$ cat config.mk
export PLATFORM = sky130hd
export DESIGN_NAME = readout_sequencer
export DESIGN_NICKNAME = d
export VERILOG_FILES = /design/src/hw/hv_pkg.sv /design/src/hw/readout_sequencer.sv
export VERILOG_INCLUDE_DIRS = /design/src /design/src/hw
export SDC_FILE = /design/constraint.sdc
export NUM_CORES = 1
export LEC_CHECK = 0
export BUFFER_PORTS_ARGS = -buffer_cell sky130_fd_sc_hd__buf_2
export CAP_MARGIN = 5
export CORE_AREA = 8 8 45 47
export DETAILED_ROUTE_END_ITERATION = 10
export DIE_AREA = 0 0 53 55
export PLACE_DENSITY = 0.3
export SYNTH_ARGS = -nofsm -noshare
export SYNTH_HDL_FRONTEND = slang
export SYNTH_SLANG_ARGS = --single-unit
$ cat constraint.sdc
create_clock -name clk -period 0.95 [get_ports clk]
set_input_delay 0.095 -clock clk [delete_from_list [all_inputs] [get_ports clk]]
set_output_delay 0.095 -clock clk [all_outputs]
set_load 0.01 [all_outputs]
$ cat src/hw/hv_params.svh
`ifndef HV_PARAMS_SVH
`define HV_PARAMS_SVH

// hypervector dimension, bits per vector
`define HV_DIM 256

// stream beat width, must divide HV_DIM
`define BEAT_W 64

// fixed number of core result inputs
`define NUM_CORES 6

// signed vote counter width
`define CNT_W 16

// derived beat count and index width (at least one bit)
`define NUM_BEATS (`HV_DIM / `BEAT_W)
`define BEAT_IDX_W ((`NUM_BEATS > 1) ? $clog2(`NUM_BEATS) : 1)

`endif

$ cat src/hw/hv_pkg.sv
`include "hv_params.svh"

package hv_pkg;

    // one bundled or core hypervector
    typedef logic [`HV_DIM-1:0] hv_t;

    // all core results side by side, core 0 in the lowest slice
    typedef logic [`NUM_CORES*`HV_DIM-1:0] core_hv_t;

    // one enable bit per core
    typedef logic [`NUM_CORES-1:0] core_mask_t;

    // stream beat and its index
    typedef logic [`BEAT_W-1:0] beat_t;
    typedef logic [`BEAT_IDX_W-1:0] beat_idx_t;

    // per-dimension vote counter, two's complement
    typedef logic signed [`CNT_W-1:0] vote_cnt_t;

    // readout fsm
    typedef enum logic {
        SEQ_IDLE,
        SEQ_STREAM
    } seq_state_t;

endpackage

$ cat src/hw/readout_sequencer.sv
`timescale 1ns/1ps
`default_nettype none

`include "hv_params.svh"

module readout_sequencer import hv_pkg::*; (
    input  logic      clk,
    input  logic      reset_i,

    // readout request
    input  logic      start_i,

    // only watched by the readout-stability check
    input  logic      accumulate_i,
    input  logic      clear_i,

    // beat select towards the packer
    output logic      beat_sel_o,
    output beat_idx_t beat_idx_o,
    output logic      beat_last_o,
    output logic      busy_o
);

    // index of the final beat
    localparam beat_idx_t LAST_IDX = beat_idx_t'(`NUM_BEATS - 1);

    seq_state_t state_q;
    beat_idx_t  idx_q;

    always_ff @(posedge clk) begin
        if (reset_i) begin
            state_q <= SEQ_IDLE;
            idx_q   <= '0;
        end else begin
            case (state_q)
                SEQ_IDLE: begin
                    // start while streaming never reaches here, so it is dropped
                    if (start_i) begin
                        state_q <= SEQ_STREAM;
                        idx_q   <= '0;
                    end
                end
                SEQ_STREAM: begin
                    if (idx_q == LAST_IDX) begin
                        state_q <= SEQ_IDLE;
                        idx_q   <= '0;
                    end else begin
                        idx_q <= idx_q + beat_idx_t'(1);
                    end
                end
                default: begin
                    state_q <= SEQ_IDLE;
                end
            endcase
        end
    end

    // one select per streaming cycle, no gaps
    assign beat_sel_o  = (state_q == SEQ_STREAM);
    assign beat_idx_o  = idx_q;
    assign beat_last_o = beat_sel_o && (idx_q == LAST_IDX);
    assign busy_o      = beat_sel_o;

    // a second start during readout is lost
    a_no_start_busy: assert property (
        @(posedge clk) disable iff (reset_i)
        busy_o |-> !start_i
    ) else $error("start_i while readout busy");

    // counters must hold still while their slices are being sampled
    a_stable_readout: assert property (
        @(posedge clk) disable iff (reset_i)
        busy_o |-> !(accumulate_i || clear_i)
    ) else $error("accumulate or clear during readout");

endmodule

`default_nettype wire

**Yosys cells after proc, flatten, opt, wreduce, memory -nomap -nowiden**

Cells that the tools add are included.

- Input port bits: 5
- Logic and storage cells: 13
- Register bits after elaboration: 3

- Multiplexer cells: 6
- Equality and inequality tests: 2
- Add/subtract/negate cells: 1
- Bitwise logic cells: 1
- Reduce and logical (&&, ||, !) cells: 1

Operator list:

| operator | number |
|---|---|
| two-way mux 2 bit | 2 |
| one-hot mux 2 bit (2 select lines) | 1 |
| adder 2 x 1 -> 2 bit, second input constant | 1 |
| equality test 2 bit, second input constant | 1 |
| two-way mux 1 bit | 2 |
| inequality test 2 bit, second input constant | 1 |
| one-hot mux 1 bit (2 select lines) | 1 |
| logical AND 1 bit | 1 |
| inverter 1 bit | 1 |

**Depth between registers and ports, before layout**

- Depth in word-level cells: 3
- Gate-level depth with buffers: 3

**Worst setup path after synthesis**

Ideal clock, no wire load.

- Path kind: reg2reg
- Start: register state_q (netlist: beat_sel_o)
- End: register idx_q[0] (netlist: beat_idx_o[0])
- Data arrival time: 0.933 ns
- Clock period less this slack: 1.020 ns
- Path slack: -0.070 ns
- Path buffers: 0
- Stages on the path, launching flop included: 3
- Required time: 0.863 ns
- Cells stage by stage: dfxtp_1 > or4b_1 > o31ai_1

- Word-level cells in the longest chain between the ends: 2
- Elaborated cells on any way between the ends: 3
- Classes of those cells: eq/ne: 1; mux: 1; bitwise: 1

RTL lines:

| element | RTL line | text |
|---|---|---|
| start, declared | readout_sequencer.sv:27 | `seq_state_t state_q;` |
| start signal, assigned | readout_sequencer.sv:32 | `state_q <= SEQ_IDLE;` |
| start signal, assigned | readout_sequencer.sv:39 | `state_q <= SEQ_STREAM;` |
| start signal, assigned | readout_sequencer.sv:45 | `state_q <= SEQ_IDLE;` |
| inverter 1 bit | -- |  |
| one-hot mux 2 bit (2 select lines) / inequality test 2 bit (equally long branches) | -- |  |
| end signal, assigned | readout_sequencer.sv:48 | `idx_q <= idx_q + beat_idx_t'(1);` |
| end, declared | readout_sequencer.sv:28 | `beat_idx_t idx_q;` |

Several ways; a longest one is shown, not always the timed one.
A chain may end at the register's enable or synchronous reset.

**Worst setup path after layout**

- Start: register idx_q[0] (netlist: beat_idx_o[0])
- End: output port beat_last_o

- Word-level cells in the longest chain between the ends: 2

RTL lines:

| element | RTL line | text |
|---|---|---|
| equality test 2 bit | readout_sequencer.sv:61 | `assign beat_last_o = beat_sel_o && (idx_q == LAST_IDX);` |
| logical AND 1 bit | readout_sequencer.sv:61 |  |
| end, declared | readout_sequencer.sv:20 | `output logic beat_last_o,` |

No other way between the ends.

==> impl_metrics.py <==
metrics = {
    "place": {
        "gp_congestion": 0.6146,
        "port_buffers": 7,
        "place_ws_ns": -0.1093,
    },
    "synthesis": {
        "synth_area_um2": 140.1,
        "synth-seq-cells": 3,
        "avgSynthCellArea_um2": 10.01,
        "postSynthCellCount": 14,
        "synthesis.nets": 20,
        "seq_area_frac_synth": 0.4286,
        "yosysUniqueCellTypes": 11,
        "yosys_warnings": 0,
    },
    "final_layout": {
        "area_delta_synth_final_pct": 92.86,
        "final_cell_mix": "buf_2 (7), clkbuf_4 (3), a21oi_2 (2), dfxtp_2 (2), buf_6 (2)",
        "final_nets": 34,
        "layout_commonest_cell": "buf_2",
        "antenna_cells": 0,
        "fillerInstances": 150,
        "final_layout_size_suffix_gt1_frac": 0.7037,
        "fin_util": 0.1953,
    },
    "global_route": {
        "top_usage_layer": "met2",
        "grt_start_max_net_pins": 6,
        "grt_overflow": 0,
        "antenna_found_initial": 0,
        "grt_util_met2": 0.05078,
        "grtUsageMet1": 0.02874,
        "met3_usage": 0.03476,
        "track_usage": 0.03655,
        "grt_pass1_wl_um": 703,
        "grt_pass1_vias": 170,
    },
    "sta": {
        "rsz0062_at_grt": "true",
        "hold_viol": 0,
        "min_period_over_period": 1.119,
        "slew_viol_final": 0,
        "fin_crit_ns": 1.063,
        "setup_tns_ns": -0.2228,
        "clock.fmax_mhz": 940.9,
        "setup_viol": 3,
        "relSlewSlack": 0.8708,
        "worst_pin_slew_ns": 0.1922,
        "fin_ws_ns": -0.1128,
        "finClkSkew_ns": 0.002687,
    },
    "floorplan": {
        "start_util": 0.1013,
        "core.rowCount": 14,
        "dieArea_um2": 2915,
        "die_h_um": 55,
        "chipWidth_um": 53,
        "coreArea_um2": 1384,
        "io_pins": 10,
    },
    "worst_setup_path": {
        "critical_path.max_fanout": 4,
        "critPathArrivalTime_ns": 0.97,
        "critPathCaptureType": "output port",
        "critPathRequiredTime_ns": 0.85,
        "cp-start-kind": "flop",
        "path_class": "flop to output port",
    },
    "pwr": {
        "p_int_w": 0.0003270,
        "power_frac_seq": 0.344,
        "p_per_area_nw_per_um2": 1577,
        "combPwrFrac": 0.143,
        "p_leak_nw": 0.1173,
        "switchingPower_w": 0.00009931,
        "clkPwrFrac": 0.513,
        "switching_share": 0.2329,
        "peakVddDrop_mv": 0.4049,
    },
    "worst_hold_path": {
        "hold_path_class": "input port to flop",
    },
    "drt": {
        "first_iter_violations": 1,
        "antenna_left": 0,
        "wl_per_cell_um": 9.930,
        "drc": 0,
        "wirelength_um": 427,
        "first_pass_iters": 2,
        "vias": 150,
        "viasPerCell": 3.488,
    },
    "clock_network": {
        "cts-root-buf": "clkbuf_4",
        "cts_sinks": 3,
        "cts_hold_buf": 0,
        "cts_setup_buffers": 0,
        "cts_buffers": 3,
        "cts_buffer_depth": 2,
        "cts_tree": "built",
        "clk_pin_slew_ns": 0.04,
        "insertion_delay_ns": 0.23,
        "cts_max_level": 1,
    },
    "status": {
        "violations": "setup timing",
        "status": "finished with violations",
    },
    "flow_run": {
        "maxCapViolations": 0,
    },
}
==> stage by stage <==
step,cell area (um2),hold WS (ns),std cells,total power [W]
6_report,270.3,0.1354,43,0.0004263
5_1_grt,270.3,0.1415,43,0.0004603
4_1_cts,262.8,0.1224,43,0.0004390
3_5_place_dp,215.2,0.3764,39,0.0001991
3_3_place_gp,215.2,0.3719,39,0.0001982
2_1_floorplan,145.1,0.1544,14,0.0001703
==> critical path, stage by stage (launching register included) <==
cell and delay [ns]:
dfxtp_2 0.33, ha_4 0.16, and2_1 0.12, buf_2 0.13
==> area by class of cell <==
| class | instances | area [um2] | share of cell area |
|---|---|---|---|
| repair buffers | 10 | 65.06 | 0.2407 |
| multi-input cells | 10 | 92.59 | 0.3426 |
| well taps | 16 | 20.02 | 0.07407 |
| clock buffers | 4 | 26.28 | 0.09722 |
| flip-flops and latches | 3 | 66.31 | 0.2454 |
==> cells by family (layout without fill, tap and decap cells) <==
logic type,count (synthesis),count (layout),synth area share
and+or+nand+nor,6,6,0.3036
AOI/OAI and AO/OA,3,3,0.1250
DFF,3,3,0.4286
adders and majority gates,1,1,0.08927
buffers and inverters,1,14,0.05359
==> power by group through the flow <==
stage | sequential [W] | combinational (W) | clock (W)
final | 0.000147 | 0.0000610 | 0.000219
after global routing | 0.000149 | 0.0000703 | 0.000241
after CTS | 0.000147 | 0.0000575 | 0.000234
after detailed placement | 0.000146 | 0.0000533 | 0
after global placement | 0.000145 | 0.0000530 | 0
after floorplan | 0.000149 | 0.0000208 | 0
==> metal layers <==
layer	wire length [um]	part of all wire
met1	140	0.33
met2	176	0.41
met3	111	0.26
met4	0	0
met5	0	0
==> sequential cells by signal (all words and copies together) (netlist names) <==
signal,cells
beat_sel_o,1
beat_idx_o,2
==> cell usage after synthesis, drive strengths merged <==
| library cell | count | area share |
|---|---|---|
| dfxtp | 3 | 0.43 |
| a21oi | 2 | 0.071 |
| and2 | 1 | 0.045 |
| buf | 1 | 0.054 |
| ha | 1 | 0.089 |
| nand2 | 1 | 0.027 |
| nand2b | 1 | 0.045 |
| o31ai | 1 | 0.054 |
| or2b | 1 | 0.054 |
| or3b | 1 | 0.063 |
| or4b | 1 | 0.071 |
==> worst paths after layout <==
| path | end | cells past startpoint | from | slack (ns) |
|---|---|---|---|---|
| hold reg to reg | beat_idx_o[0]$_SDFFE_PP0P_ | 1 | beat_idx_o[0]$_SDFFE_PP0P_ | 0.49 |
| setup reg to reg | beat_idx_o[0]$_SDFFE_PP0P_ | 3 | beat_idx_o[0]$_SDFFE_PP0P_ | -0.07 |
| setup / recovery | beat_last_o | 3 | beat_idx_o[0]$_SDFFE_PP0P_ | -0.11 |
| hold / removal | beat_idx_o[1]$_SDFFE_PP0P_ | 3 | reset_i | 0.14 |
==> timing repair <==
| action | 4_1_cts | 5_1_grt |
|---|---|---|
| resized for setup | 5 | 2 |
| pin swaps | 2 | 0 |
| setup endpoints to repair | 6 | 6 |
Power figures use the tool's default switching activity.
